## src/ebus_macros.svh

```systemverilog
`ifndef EBUS_MACROS_SVH
`define EBUS_MACROS_SVH

// EBUS word width, numbered big-endian from bit 0 to bit 35
`define EBUS_WIDTH 36

// Number of sticky error flags held by the APR status unit
`define APR_ERR_COUNT 6

// Priority-interrupt levels, level 1 being the most urgent
`define PI_LEVELS 7

// Unit codes carried in the command; codes 2 and 3 select nothing
`define UNIT_APR 2'd0
`define UNIT_PI  2'd1

`endif

```

## src/ebusPkg.sv

```systemverilog
`include "ebus_macros.svh"

package ebusPkg;

  // One EBUS word in the machine's big-endian bit order
  typedef logic [0:`EBUS_WIDTH-1] ebusWordT;

  // What the command strobe asks the addressed unit to do
  typedef enum logic [1:0] {
    opNone  = 2'd0,
    opRead  = 2'd1,
    opWrite = 2'd2
  } ebusOpT;

  // Command seen by every unit on the bus
  // Each unit compares unit against its own code and ignores the rest
  typedef struct packed {
    ebusOpT     op;
    logic [1:0] unit;
    logic [1:0] regSel;
    ebusWordT   data;
  } ebusCmdT;

  // Read driver of one unit
  // The multiplexer looks at driving to decide who owns the bus this cycle
  typedef struct packed {
    logic     driving;
    ebusWordT data;
  } ebusDriverT;

endpackage

```

## src/aprUnit.sv

```systemverilog
`timescale 1ns/1ps
`include "ebus_macros.svh"

module aprUnit
  import ebusPkg::*;
(
  input  logic                      clk,
  input  logic                      reset,
  input  ebusCmdT                   cmd,
  input  logic                      cmdStrobe,
  input  logic [0:`APR_ERR_COUNT-1] errIn,
  output ebusDriverT                aprDriver,
  output logic                      aprInt,
  output logic [0:2]                aprLevel
);

  // Sticky error flags and the mask that lets them interrupt
  logic [0:`APR_ERR_COUNT-1] errFlags;
  logic [0:`APR_ERR_COUNT-1] errEnable;
  logic [0:`APR_ERR_COUNT-1] clearMask;

  logic     writeHit;
  logic     readHit;
  ebusWordT readWord;
  logic     respDriving;
  ebusWordT respData;

  assign writeHit = cmdStrobe && (cmd.op == opWrite) && (cmd.unit == `UNIT_APR);
  assign readHit  = cmdStrobe && (cmd.op == opRead) && (cmd.unit == `UNIT_APR);

  // Register 0 is write-one-to-clear over the flag field in bits 30 to 35
  assign clearMask = (writeHit && cmd.regSel == 2'd0) ?
                     cmd.data[`EBUS_WIDTH-`APR_ERR_COUNT +: `APR_ERR_COUNT] : '0;

  always_ff @(posedge clk) begin
    if (reset) begin
      errFlags <= '0;
    end else begin
      // An error arriving in the clear cycle keeps its flag set
      errFlags <= (errFlags & ~clearMask) | errIn;
    end
  end

  // Register 1 carries the enable mask up front and the level at the low end
  always_ff @(posedge clk) begin
    if (reset) begin
      errEnable <= '0;
      aprLevel  <= '0;
    end else if (writeHit && cmd.regSel == 2'd1) begin
      errEnable <= cmd.data[0 +: `APR_ERR_COUNT];
      aprLevel  <= cmd.data[`EBUS_WIDTH-3 +: 3];
    end
  end

  assign aprInt = |(errFlags & errEnable);

  always_comb begin
    readWord = '0;
    case (cmd.regSel)
      2'd0: readWord[`EBUS_WIDTH-`APR_ERR_COUNT +: `APR_ERR_COUNT] = errFlags;
      2'd1: begin
        readWord[0 +: `APR_ERR_COUNT] = errEnable;
        readWord[`EBUS_WIDTH-3 +: 3]  = aprLevel;
      end
      default: readWord = '0;
    endcase
  end

  // The response lives on the bus for the single cycle after the read strobe
  always_ff @(posedge clk) begin
    if (reset) begin
      respDriving <= 1'b0;
    end else begin
      respDriving <= readHit;
    end
  end

  always_ff @(posedge clk) begin
    if (readHit) begin
      respData <= readWord;
    end
  end

  assign aprDriver = '{driving: respDriving, data: respData};

  // Every APR read strobe on the command port gets exactly one response cycle
  aprRespFollowsRead: assert property (@(posedge clk) disable iff (reset)
    aprDriver.driving == $past(cmdStrobe && cmd.op == opRead && cmd.unit == `UNIT_APR))
    else $error("aprUnit EBUS response does not match the APR read on the previous edge");

endmodule

```

## src/ebusMux.sv

```systemverilog
`timescale 1ns/1ps

module ebusMux
  import ebusPkg::*;
(
  input  ebusDriverT aprDriver,
  input  ebusDriverT piDriver,
  output ebusWordT   ebusData,
  output logic       ebusValid,
  input  logic       clk
);

  // Fixed priority, APR ahead of PI
  // An idle bus reads as zero so that stale driver data never leaks out
  always_comb begin
    if (aprDriver.driving) begin
      ebusData = aprDriver.data;
    end else if (piDriver.driving) begin
      ebusData = piDriver.data;
    end else begin
      ebusData = '0;
    end
  end

  assign ebusValid = aprDriver.driving | piDriver.driving;

  // Units decode disjoint codes, so two drivers at once means a decode fault
  // in one of them and the priority chain would be hiding it
  noDriverContention: assert property (@(posedge clk)
    !(aprDriver.driving && piDriver.driving))
    else $error("EBUS contention between the APR and PI drivers");

endmodule

```

## src/ebusTop.sv

```systemverilog
`timescale 1ns/1ps
`include "ebus_macros.svh"

module ebusTop
  import ebusPkg::*;
(
  input  logic                      clk,
  input  logic                      reset,
  input  ebusCmdT                   cmd,
  input  logic                      cmdStrobe,
  input  logic [0:`APR_ERR_COUNT-1] errIn,
  input  logic [1:`PI_LEVELS]       ioReq,
  output ebusWordT                  ebusData,
  output logic                      ebusValid,
  output logic [0:2]                piLevel,
  output logic                      piActive
);

  // Read drivers of the two units, merged by the multiplexer below
  ebusDriverT aprDriver;
  ebusDriverT piDriver;

  // APR interrupt request and the level it asks for
  logic       aprInt;
  logic [0:2] aprLevel;

  aprUnit apr0 (
    .clk       (clk),
    .reset     (reset),
    .cmd       (cmd),
    .cmdStrobe (cmdStrobe),
    .errIn     (errIn),
    .aprDriver (aprDriver),
    .aprInt    (aprInt),
    .aprLevel  (aprLevel)
  );

  piUnit pi0 (
    .clk       (clk),
    .reset     (reset),
    .cmd       (cmd),
    .cmdStrobe (cmdStrobe),
    .ioReq     (ioReq),
    .aprInt    (aprInt),
    .aprLevel  (aprLevel),
    .piDriver  (piDriver),
    .piLevel   (piLevel),
    .piActive  (piActive)
  );

  ebusMux mux0 (
    .aprDriver (aprDriver),
    .piDriver  (piDriver),
    .ebusData  (ebusData),
    .ebusValid (ebusValid),
    .clk       (clk)
  );

endmodule

```

## src/piUnit.sv

```systemverilog
`timescale 1ns/1ps
`include "ebus_macros.svh"

module piUnit
  import ebusPkg::*;
(
  input  logic                  clk,
  input  logic                  reset,
  input  ebusCmdT               cmd,
  input  logic                  cmdStrobe,
  input  logic [1:`PI_LEVELS]   ioReq,
  input  logic                  aprInt,
  input  logic [0:2]            aprLevel,
  output ebusDriverT            piDriver,
  output logic [0:2]            piLevel,
  output logic                  piActive
);

  logic [1:`PI_LEVELS] levelEnable;
  logic                sysEnable;
  logic [1:`PI_LEVELS] softReq;
  logic [1:`PI_LEVELS] aprReq;
  logic [1:`PI_LEVELS] pending;
  logic [1:`PI_LEVELS] eligible;
  logic [0:2]          nextLevel;

  logic     writeHit;
  logic     readHit;
  ebusWordT readWord;
  logic     respDriving;
  ebusWordT respData;

  assign writeHit = cmdStrobe && (cmd.op == opWrite) && (cmd.unit == `UNIT_PI);
  assign readHit  = cmdStrobe && (cmd.op == opRead) && (cmd.unit == `UNIT_PI);

  always_ff @(posedge clk) begin
    if (reset) begin
      levelEnable <= '0;
      sysEnable   <= 1'b0;
      softReq     <= '0;
    end else if (writeHit) begin
      if (cmd.regSel == 2'd0) begin
        levelEnable <= cmd.data[29:35];
        sysEnable   <= cmd.data[28];
      end else if (cmd.regSel == 2'd1) begin
        softReq <= cmd.data[29:35];
      end
    end
  end

  // The APR asks at its programmed level; level 0 never matches here
  always_comb begin
    aprReq = '0;
    for (int lvl = 1; lvl <= `PI_LEVELS; lvl++) begin
      aprReq[lvl] = aprInt && (aprLevel == 3'(lvl));
    end
  end

  assign pending  = ioReq | softReq | aprReq;
  assign eligible = pending & levelEnable & {`PI_LEVELS{sysEnable}};

  // Scan from the bottom so the lowest-numbered eligible level is left standing
  always_comb begin
    nextLevel = '0;
    for (int lvl = `PI_LEVELS; lvl >= 1; lvl--) begin
      if (eligible[lvl]) nextLevel = 3'(lvl);
    end
  end

  always_ff @(posedge clk) begin
    if (reset) begin
      piLevel  <= '0;
      piActive <= 1'b0;
    end else begin
      piLevel  <= nextLevel;
      piActive <= |nextLevel;
    end
  end

  always_comb begin
    readWord = '0;
    case (cmd.regSel)
      2'd0: begin
        readWord[28]    = sysEnable;
        readWord[29:35] = levelEnable;
      end
      2'd1: begin
        readWord[22:28] = pending;
        readWord[29:35] = softReq;
      end
      2'd2: readWord[33:35] = piLevel;
      default: readWord = '0;
    endcase
  end

  always_ff @(posedge clk) begin
    if (reset) begin
      respDriving <= 1'b0;
    end else begin
      respDriving <= readHit;
    end
  end

  always_ff @(posedge clk) begin
    if (readHit) begin
      respData <= readWord;
    end
  end

  assign piDriver = '{driving: respDriving, data: respData};

  // No level may be reported while the system enable was off
  piQuietWhenDisabled: assert property (@(posedge clk) disable iff (reset)
    !$past(sysEnable) |-> (piLevel == 3'd0) && !piActive)
    else $error("piUnit reports level %0d with the system enable off", piLevel);

endmodule

```

## config.mk

```make
export PLATFORM = sky130hd
export DESIGN_NAME = ebusTop
export DESIGN_NICKNAME = d
export VERILOG_FILES = /design/src/ebusPkg.sv /design/src/aprUnit.sv /design/src/ebusMux.sv /design/src/ebusTop.sv /design/src/piUnit.sv
export VERILOG_INCLUDE_DIRS = /design/src /design/src/src
export SDC_FILE = /design/constraint.sdc
export NUM_CORES = 1
export LEC_CHECK = 0
export ABC_AREA = 1
export BUFFER_PORTS_ARGS = -buffer_cell sky130_fd_sc_hd__buf_4
export CORE_ASPECT_RATIO = 1.2
export CORE_UTILIZATION = 45
export CTS_BUF_LIST = sky130_fd_sc_hd__clkbuf_16
export CTS_CLUSTER_SIZE = 30
export DETAILED_ROUTE_END_ITERATION = 8
export PLACE_DENSITY = 0.84
export SLEW_MARGIN = 30
export SYNTH_ARGS = -nofsm -noshare
export SYNTH_HDL_FRONTEND = slang
export SYNTH_SLANG_ARGS = --single-unit
```

## constraint.sdc

```tcl
create_clock -name clk -period 2.3 [get_ports clk]
set_clock_uncertainty 0.05 [all_clocks]
set_input_delay 0 -clock clk [delete_from_list [all_inputs] [get_ports clk]]
set_output_delay 0 -clock clk [all_outputs]
set_load 0.03 [all_outputs]
```

==> results.toml, run 1 <==
[run_status]
status = "finished clean"

[logic_synthesis]
synth_top_cell_area_share_pct = 26.2
synth_most_common_cell = "nand2_1"
syn_area_per_cell_sq_um = 8.00
synthFlopType = "dfxtp_1"
seq_area_frac_synth_pct = 50.3
synth_edf_count = 26
syn_inst = 373
synth-seq-cells = 62
yosysTopAreaCell = "edfxtp_1"
yosys_warnings = 0
ys_types = 26
ys_top_cells_by_count = "67 x nand2_1, 56 x inv_1, 38 x a21oi_1"
postSynth.asyncResetShare_pct = 0
synthTopCellsByArea = "edfxtp_1 26%, dfxtp_1 24%, nand2_1 8.4%"
synthesis.area_sq_um = 2990

[worst_setup_path]
r2r_end = "pi0.piActive$_SDFF_PP0_"
critPathLaunchType = "input port"
cp_data_required_time_ns = 2.46
rrSetupSlack_ns = 0.77
cp.arrival_ns = 2.05
r2r-start = "apr0.errFlags[0]$_SDFF_PP0_"
cp_max_fo = 6
reg2reg_depth = 12
critPathKind = "input port to flop"
end_kind = "flop"

[global_route]
grt-ovfl-total = 0
grt_util_all_layers_pct = 22.7
grt_max_degree = 26
grt_pass1_vias = 2687
grt_pass1_wl_um = 12100
antenna_found_initial = 0

[detailed_routing]
routedWlPerCell_um = 13.5
viasPerCell = 5.04
drt_iter0_drc = 274
drt-pass1-iter-count = 4
vias = 2784
postRouteWirelength_um = 7480
ant_nets = 0
drcViolationCount = 0

[clock_tree]
clockBufferDepth = 2
root_buffer = "clkbuf_16"
numCtsBuffers = 9
cts.reportedPaths.clkPinSlew_ns = 0.05
cts.sinks = 62
clk_latency_ns = 0.33
cts_tree = "yes"
htree_levels = 3
cts_resized = 0

[placement]
dp_worst_setup_slack_ns = 0.811
gp_congestion = 0.937
dp_hpwl_um = 4990
io_buffers = 60

[min_path]
hp-start = "ioReq[5]"
hold_path_class = "input port to flop"
hold_path_end = "pi0.respData[9]$_SDFFCE_PN0P_"
hold_path_depth = 3

[floorplanning]
boundaryPins = 99
core-area_sq_um = 6410
initial_core_util_pct = 46.6
dieArea_sq_um = 6970
dieHeight_um = 91.2
rows = 32
die_w_um = 76.4

[timing]
tns_ns = 0
tightest_slew_ns = 0.693
rsz0062_at_grt = "false"
period_share_pct = 82.2
timing_hold_violations_final = 0
relSlewSlack_pct = 53.8
min_period_ns = 1.89
whs_ns = 0.0605
finalSetupViolCount = 0
fmax_ghz = 0.529
setup_slack_ns = 0.410
drv_slew = 0

[cells_and_area]
antenna_cells = 0
finalNetCount = 521
drive_gt1_share_pct = 22.7
area_growth_pct = 35.5
fillers = 520

[power_and_ir_drop]
ir_drop_mv = 0.386
p_leak_nw = 1.85
total_power_mw = 2.78
p_per_area_nw_per_um2 = 686

[run]
maxCapViolCount = 0
-- area by class of cell --
type	count	area, sq um	share of cell area [%]
timing repair buffer	93	773	19.1
tap	85	106	2.63
inverter	63	236	5.84
clock buffer	9	225	5.57
clock inverter	6	77.6	1.92
sequential	62	1500	37.1
multi-input combinational	234	1130	27.8
-- critical path, cell delays in order --
cell and delay, ns:
dlygate4sd3_1 0.55, buf_4 0.16, nor2_1 0.18, nand3_1 0.21
o21ai_0 0.27, a21oi_1 0.10, dlygate4sd3_1 0.57
-- worst max path at each step --
stage	to	cells after the start	start	slack (ns)
finish	apr0.errFlags[0]$_SDFF_PP0_	7	cmd[39]	0.41
global placement	pi0.respData[1]$_DFFE_PP_	5	cmd[36]	0.86
CTS	apr0.errFlags[3]$_SDFF_PP0_	7	cmd[39]	0.58
floorplan	pi0.respData[0]$_DFFE_PP_	2	cmd[41]	0.64
detailed placement	pi0.respData[2]$_DFFE_PP_	5	cmd[36]	0.81
global route	apr0.errFlags[0]$_SDFF_PP0_	7	cmd[39]	0.35
-- registers in the layout (all words and copies together) (netlist names), 3 cells and up --
name	cells
apr0.aprLevel	3
apr0.errFlags	6
pi0.respData	14
pi0.piLevel	3
pi0.softReq	7
apr0.respData	12
apr0.errEnable	6
pi0.levelEnable	7
-- logic make-up after synthesis --
group | share of synthesized area [%]
and+or+nand+nor | 21.9
other | 0.126
AOI/OAI and AO/OA | 13.8
buffers and inverters | 13.9
DFF | 50.3
-- layout by cell type (no fill, tap or decap), drive strengths merged --
cell type and count:
a21oi 38, buf 63, bufinv 2, clkbuf 9, clkinv 4, conb 16
dfxtp 36, dlygate4sd3 30, edfxtp 26, inv 63, nand2 76, nand3 20
nand3b 1, nor2 32, nor3 7, nor4 2, o21ai 34, o221ai 3
o22ai 4, or2 1
-- stage by stage --
stage,utilization (%),cell area (sq um),cells
2_1_floorplan,-,3040,388
3_3_place_gp,53.8,3440,507
3_5_place_dp,53.8,3440,507
4_1_cts,63.2,4050,552
5_1_grt,63.2,4050,552
6_report,63.2,4050,552
-- power by group --
part | leakage [nW] | switching (mW) | internal [mW]
registers | 0.535 | 0.0121 | 1.16
logic | 1.17 | 0.133 | 0.0974
clock network | 0.150 | 0.447 | 0.928
-- repair_timing --
action                                  CTS  global route
hold endpoints to repair                 36             0
endpoints found under the setup margin    0             0
hold buffers                             30             0
buffers inserted                          0             0
-- routing by layer --
layer	vias to the layer above	global-route usage (%)	part of all wire, %
li1	1352	-	-
met1	1275	24.7	39
met4	0	17.9	5.5
met5	-	0	0
met2	125	38.4	49
met3	32	4.52	5.9
No activity file was read; power rests on OpenSTA's default activity.
==> run 2, diff against run 1 <==
- clock period: 2.3 -> 1.8 ns (I/O delays scaled with it)
==> results.toml, run 2 (synthesized netlist as in run 1, its figures left out) <==
[worst_setup_path]
critPathKind = "input port to flop"
critPathLaunchType = "input port"
cp.arrival_ns = 1.88
cp_data_required_time_ns = 1.96
end_kind = "flop"
reg2reg_depth = 12
cp_max_fo = 6

[global_route]
grt-ovfl-total = 0
grt_util_all_layers_pct = 23.3
grt_pass1_wl_um = 12300
grt_pass1_vias = 2669
grt_max_degree = 26
antenna_found_initial = 0

[detailed_routing]
routedWlPerCell_um = 13.9
postRouteWirelength_um = 7650
vias = 2781
drcViolationCount = 0
drt_iter0_drc = 250
viasPerCell = 5.06
drt-pass1-iter-count = 5
ant_nets = 0

[floorplanning]
dieHeight_um = 91.2
core-area_sq_um = 6410
die_w_um = 76.4
dieArea_sq_um = 6970
boundaryPins = 99
rows = 32
initial_core_util_pct = 46.6

[placement]
dp_hpwl_um = 4950
io_buffers = 60
place_inst = 508
gp_congestion = 0.940

[cells_and_area]
final_common_cell = "nand2_1"
area_growth_pct = 34.2
largest_reg_flops = 14
drive_gt1_share_pct = 23.4
antenna_cells = 0
finalNetCount = 518
reg_top3 = "pi0.respData (14), apr0.respData (12)"
final_cell_mix = "67 x nand2_1, 64 x buf_4, 59 x inv_1, 38 x a21oi_1, 36 x dfxtp_1"
finalNonFillerCells = 550
regMostFlops = "pi0.respData"

[timing]
timing_hold_violations_final = 0
period_share_pct = 95.3
relSlewSlack_pct = 57.6
tns_ns = 0
drv_slew = 0
fmax_ghz = 0.583
min_period_ns = 1.72
rsz0062_at_grt = "false"
finalSetupViolCount = 0
tightest_slew_ns = 0.635

[power_and_ir_drop]
p_per_area_nw_per_um2 = 852
p_int_mw = 2.65
p_seq_share_pct = 43.8
ir_drop_mv = 0.532
pwr-share-comb_pct = 8.6
p_clk_share_pct = 47.6
p_sw_mw = 0.764
p_leak_nw = 1.84
switching_share_pct = 22.4

[clock_tree]
htree_levels = 3
numCtsBuffers = 9
cts.sinks = 62
postCtsSetupBuffers = 0
root_buffer = "clkbuf_16"
clockBufferDepth = 2
cts.reportedPaths.clkPinSlew_ns = 0.05
clk_latency_ns = 0.33
cts_tree = "yes"

[run_status]
status = "finished clean"

[min_path]
hold_path_class = "input port to flop"
hold_path_depth = 3

[run]
maxCapViolCount = 0
[run 2: timing repair]
item,in CTS,in global routing
setup endpoints to repair,0,2
gates resized for setup,0,2
hold endpoints to repair,33,0
hold buffers,26,0
[run 2: layout make-up]
class	count	area, sq um
clock inverters	7	58.8
inverters	63	236
repair buffers	90	741
flip-flops and latches	62	1500
fillers	525	2400
clock buffers	9	225
well taps	85	106
multi-input cells	234	1140
[run 2: worst max-delay path, cell delays in order]
cell and delay (ns):
dlygate4sd3_1 0.55, buf_4 0.17, nor2_1 0.18, nand3_2 0.16
o21ai_0 0.20, a21oi_1 0.08, dlygate4sd3_1 0.55
[run 2: worst paths after layout]
path                                                      start                              end  slack, ns
worst max register to register      apr0.errFlags[1]$_SDFF_PP0_          pi0.piActive$_SDFF_PP0_       0.30
worst max-delay path                                    cmd[39]      apr0.errFlags[4]$_SDFF_PP0_       0.08
worst min register to register  pi0.levelEnable[6]$_SDFFE_PP0P_  pi0.levelEnable[6]$_SDFFE_PP0P_       0.42
worst min-delay path                                   ioReq[3]   pi0.respData[11]$_SDFFCE_PN0P_       0.01
[run 2: layer usage]
metal / wire length (um) / part of all wire [%] / global-route usage, %
met1: 2940 / 38 / 25.8
met2: 3730 / 49 / 38.9
met3: 599 / 7.8 / 6.13
met4: 386 / 5.0 / 16.0
met5: 0 / 0 / 0
[run 2: power groups by stage]
stage	clock network (mW)	registers, mW	logic [mW]
global placement	0	1.52	0.231
global route	1.71	1.50	0.312
floorplan	0	1.52	0.166
CTS	1.64	1.49	0.281
finish	1.62	1.50	0.292
detailed placement	0	1.52	0.236
[run 2: per-stage QoR]
step / hold slack [ns] / setup WS [ns] / area (sq um) / power [mW] / util (%)
final: 0.0129 / 0.0840 / 4010 / 3.41 / 62.5
after global placement: 0.147 / 0.411 / 3450 / 1.75 / 53.9
after CTS: 0.000156 / 0.0595 / 4000 / 3.42 / 62.4
after global routing: 0.00107 / 0.0260 / 4010 / 3.51 / 62.5
after floorplan: 0.0281 / 0.140 / 3040 / 1.68 / -
after detailed placement: 0.160 / 0.347 / 3450 / 1.76 / 53.9
==> run 3, diff against run 2 <==
- BUFFER_PORTS_ARGS: -buffer_cell sky130_fd_sc_hd__buf_4 -> -buffer_cell sky130_fd_sc_hd__buf_2
==> results.toml, run 3 (synthesized netlist as in run 1, its figures left out) <==
[worst_setup_path]
reg2reg_depth = 9
end_kind = "flop"
cp_max_fo = 6
cp_top_family = "buffers and inverters"
cp_data_required_time_ns = 1.96
slowest_delay_ns = 0.57
rrSetupSlack_ns = 0.28
cp_num_cells = 7
cp-startpoint = "cmd[39]"
critPathBufInv = 3
r2r_end = "pi0.piActive$_SDFF_PP0_"
crit_chain = "dlygate4sd3_1 -> buf_2 -> nor2_2 -> nand3_2 -> o21ai_0 -> a21oi_1 -> dlygate4sd3_1"
critPathKind = "input port to flop"
cp.arrival_ns = 1.94
crit_path_frequent_cell = "dlygate4sd3_1"
endpoint = "apr0.errFlags[2]$_SDFF_PP0_"
r2r-start = "apr0.aprLevel[1]$_SDFFE_PP0P_"
crit_slowest_cell = "dlygate4sd3_1"
critPathLaunchType = "input port"

[clock_tree]
postCtsSetupBuffers = 0
cts.reportedPaths.clkPinSlew_ns = 0.05
clk_latency_ns = 0.33
root_buffer = "clkbuf_16"
cts.sinks = 62
htree_levels = 3
numCtsBuffers = 9
clockBufferDepth = 2
cts_tree = "yes"

[floorplanning]
dieArea_sq_um = 6970
initial_core_util_pct = 46.6
rows = 32
dieHeight_um = 91.2
boundaryPins = 99
die_w_um = 76.4
core-area_sq_um = 6410

[timing]
period_share_pct = 99.0
min_period_ns = 1.78
tightest_slew_ns = 0.625
relSlewSlack_pct = 58.3
drv_slew = 0
fmax_ghz = 0.561
rsz0062_at_grt = "true"
timing_hold_violations_final = 0
whs_ns = 0.0183
finalSetupViolCount = 0

[min_path]
hold_path_class = "input port to flop"
hp-start = "ioReq[2]"

[cells_and_area]
largest_reg_flops = 14
final_area_sq_um = 3930
final_common_cell = "nand2_1"
regMostFlops = "pi0.respData"
reg_top3 = "pi0.respData (14), apr0.respData (12)"
drive_gt1_share_pct = 23.6
fillers = 534
antenna_cells = 0
finalNetCount = 523
final_cell_mix = "67 x nand2_1, 60 x buf_2, 58 x inv_1, 38 x a21oi_1, 36 x dfxtp_1"
area_growth_pct = 31.7

[power_and_ir_drop]
p_per_area_nw_per_um2 = 906
p_leak_nw = 1.85
p_sw_mw = 0.784
ir_drop_mv = 0.591
p_int_mw = 2.78
p_clk_share_pct = 50.1
switching_share_pct = 22.0
pwr-share-comb_pct = 7.9
p_seq_share_pct = 42.0

[global_route]
antenna_found_initial = 0
grt_util_all_layers_pct = 23.6
grt-ovfl-total = 0
grt_pass1_wl_um = 12400
grt_max_degree = 26
grt_pass1_vias = 2734

[detailed_routing]
postRouteWirelength_um = 7790
routedWlPerCell_um = 14.0
ant_nets = 0
drcViolationCount = 0
viasPerCell = 5.13
drt_iter0_drc = 363
vias = 2846
drt-pass1-iter-count = 6

[placement]
dpl_cell_area_sq_um = 3300
gp_congestion = 0.933
io_buffers = 60
dp_hpwl_um = 4820

[run]
maxCapViolCount = 0

[run_status]
status = "finished clean"
[run 3: cell count changes in the layout (fill, tap and decap cells not counted), moves of 4 or more]
cell	before	now
buf_2	0	60
buf_4	64	4
dlygate4sd3_1	26	31
o21ai_0	30	26
o21ai_1	4	8
[run 3: through the flow]
step,std cells,setup TNS [ns],setup WS (ns),power (mW),utilization (%)
6_report,555,0,0.0186,3.56,61.4
5_1_grt,555,-0.117,-0.0438,3.66,61.4
4_1_cts,555,0,0.0369,3.54,61.2
3_5_place_dp,508,0,0.384,1.73,51.5
3_3_place_gp,508,0,0.424,1.73,51.5
2_1_floorplan,388,0,0.140,1.68,-
[run 3: layout make-up]
type,instances,area (sq um),area share (%)
clock buffer,9,225,5.73
sequential,62,1500,38.2
inverter,63,236,6.02
tap,85,106,2.71
timing repair buffer,95,641,16.3
multi-input combinational,234,1140,29.0
clock inverter,7,82.6,2.10
[run 3: worst register-to-register path: stages (launching register included)]
cell and delay (ns):
dfxtp_1 0.43, inv_2 0.09, nor3_1 0.20, nand2_1 0.13, nand2_1 0.10, nand3_2 0.08
inv_1 0.08, a21oi_1 0.06, nand2_1 0.12, nand3_2 0.07
[run 3: what timing repair did]
| action | CTS | global route |
|---|---|---|
| hold buffers | 31 | 0 |
| endpoints found under the setup margin | 0 | 8 |
| resized for setup | 0 | 7 |
| hold endpoints to repair | 33 | 0 |
[run 3: per-layer routing]
layer  vias to the layer above  wire length (um)  global-route usage (%)
li1                       1355                 -                       -
met1                      1254              2860                    25.1
met2                       186              3690                    38.0
met3                        51               706                    7.24
met4                         0               523                    20.2
met5                         -                 0                       0
[run 3: how the worst min path moves through the flow]
stage,slack (ns),to,cells past startpoint
3_3_place_gp,0.16,apr0.respDriving$_SDFF_PP0_,2
6_report,0.02,pi0.respData[12]$_SDFFCE_PN0P_,3
4_1_cts,0.006,pi0.respData[12]$_SDFFCE_PN0P_,3
3_5_place_dp,0.19,apr0.respDriving$_SDFF_PP0_,2
5_1_grt,0.04,pi0.respData[12]$_SDFFCE_PN0P_,3
2_1_floorplan,0.03,apr0.respDriving$_SDFF_PP0_,1
[run 3: power groups by stage]
stage	clock [mW]	combinational, mW	sequential, mW
3_5_place_dp	0	0.212	1.52
6_report	1.79	0.282	1.50
5_1_grt	1.86	0.306	1.50
2_1_floorplan	0	0.166	1.52
3_3_place_gp	0	0.208	1.52
4_1_cts	1.78	0.265	1.49
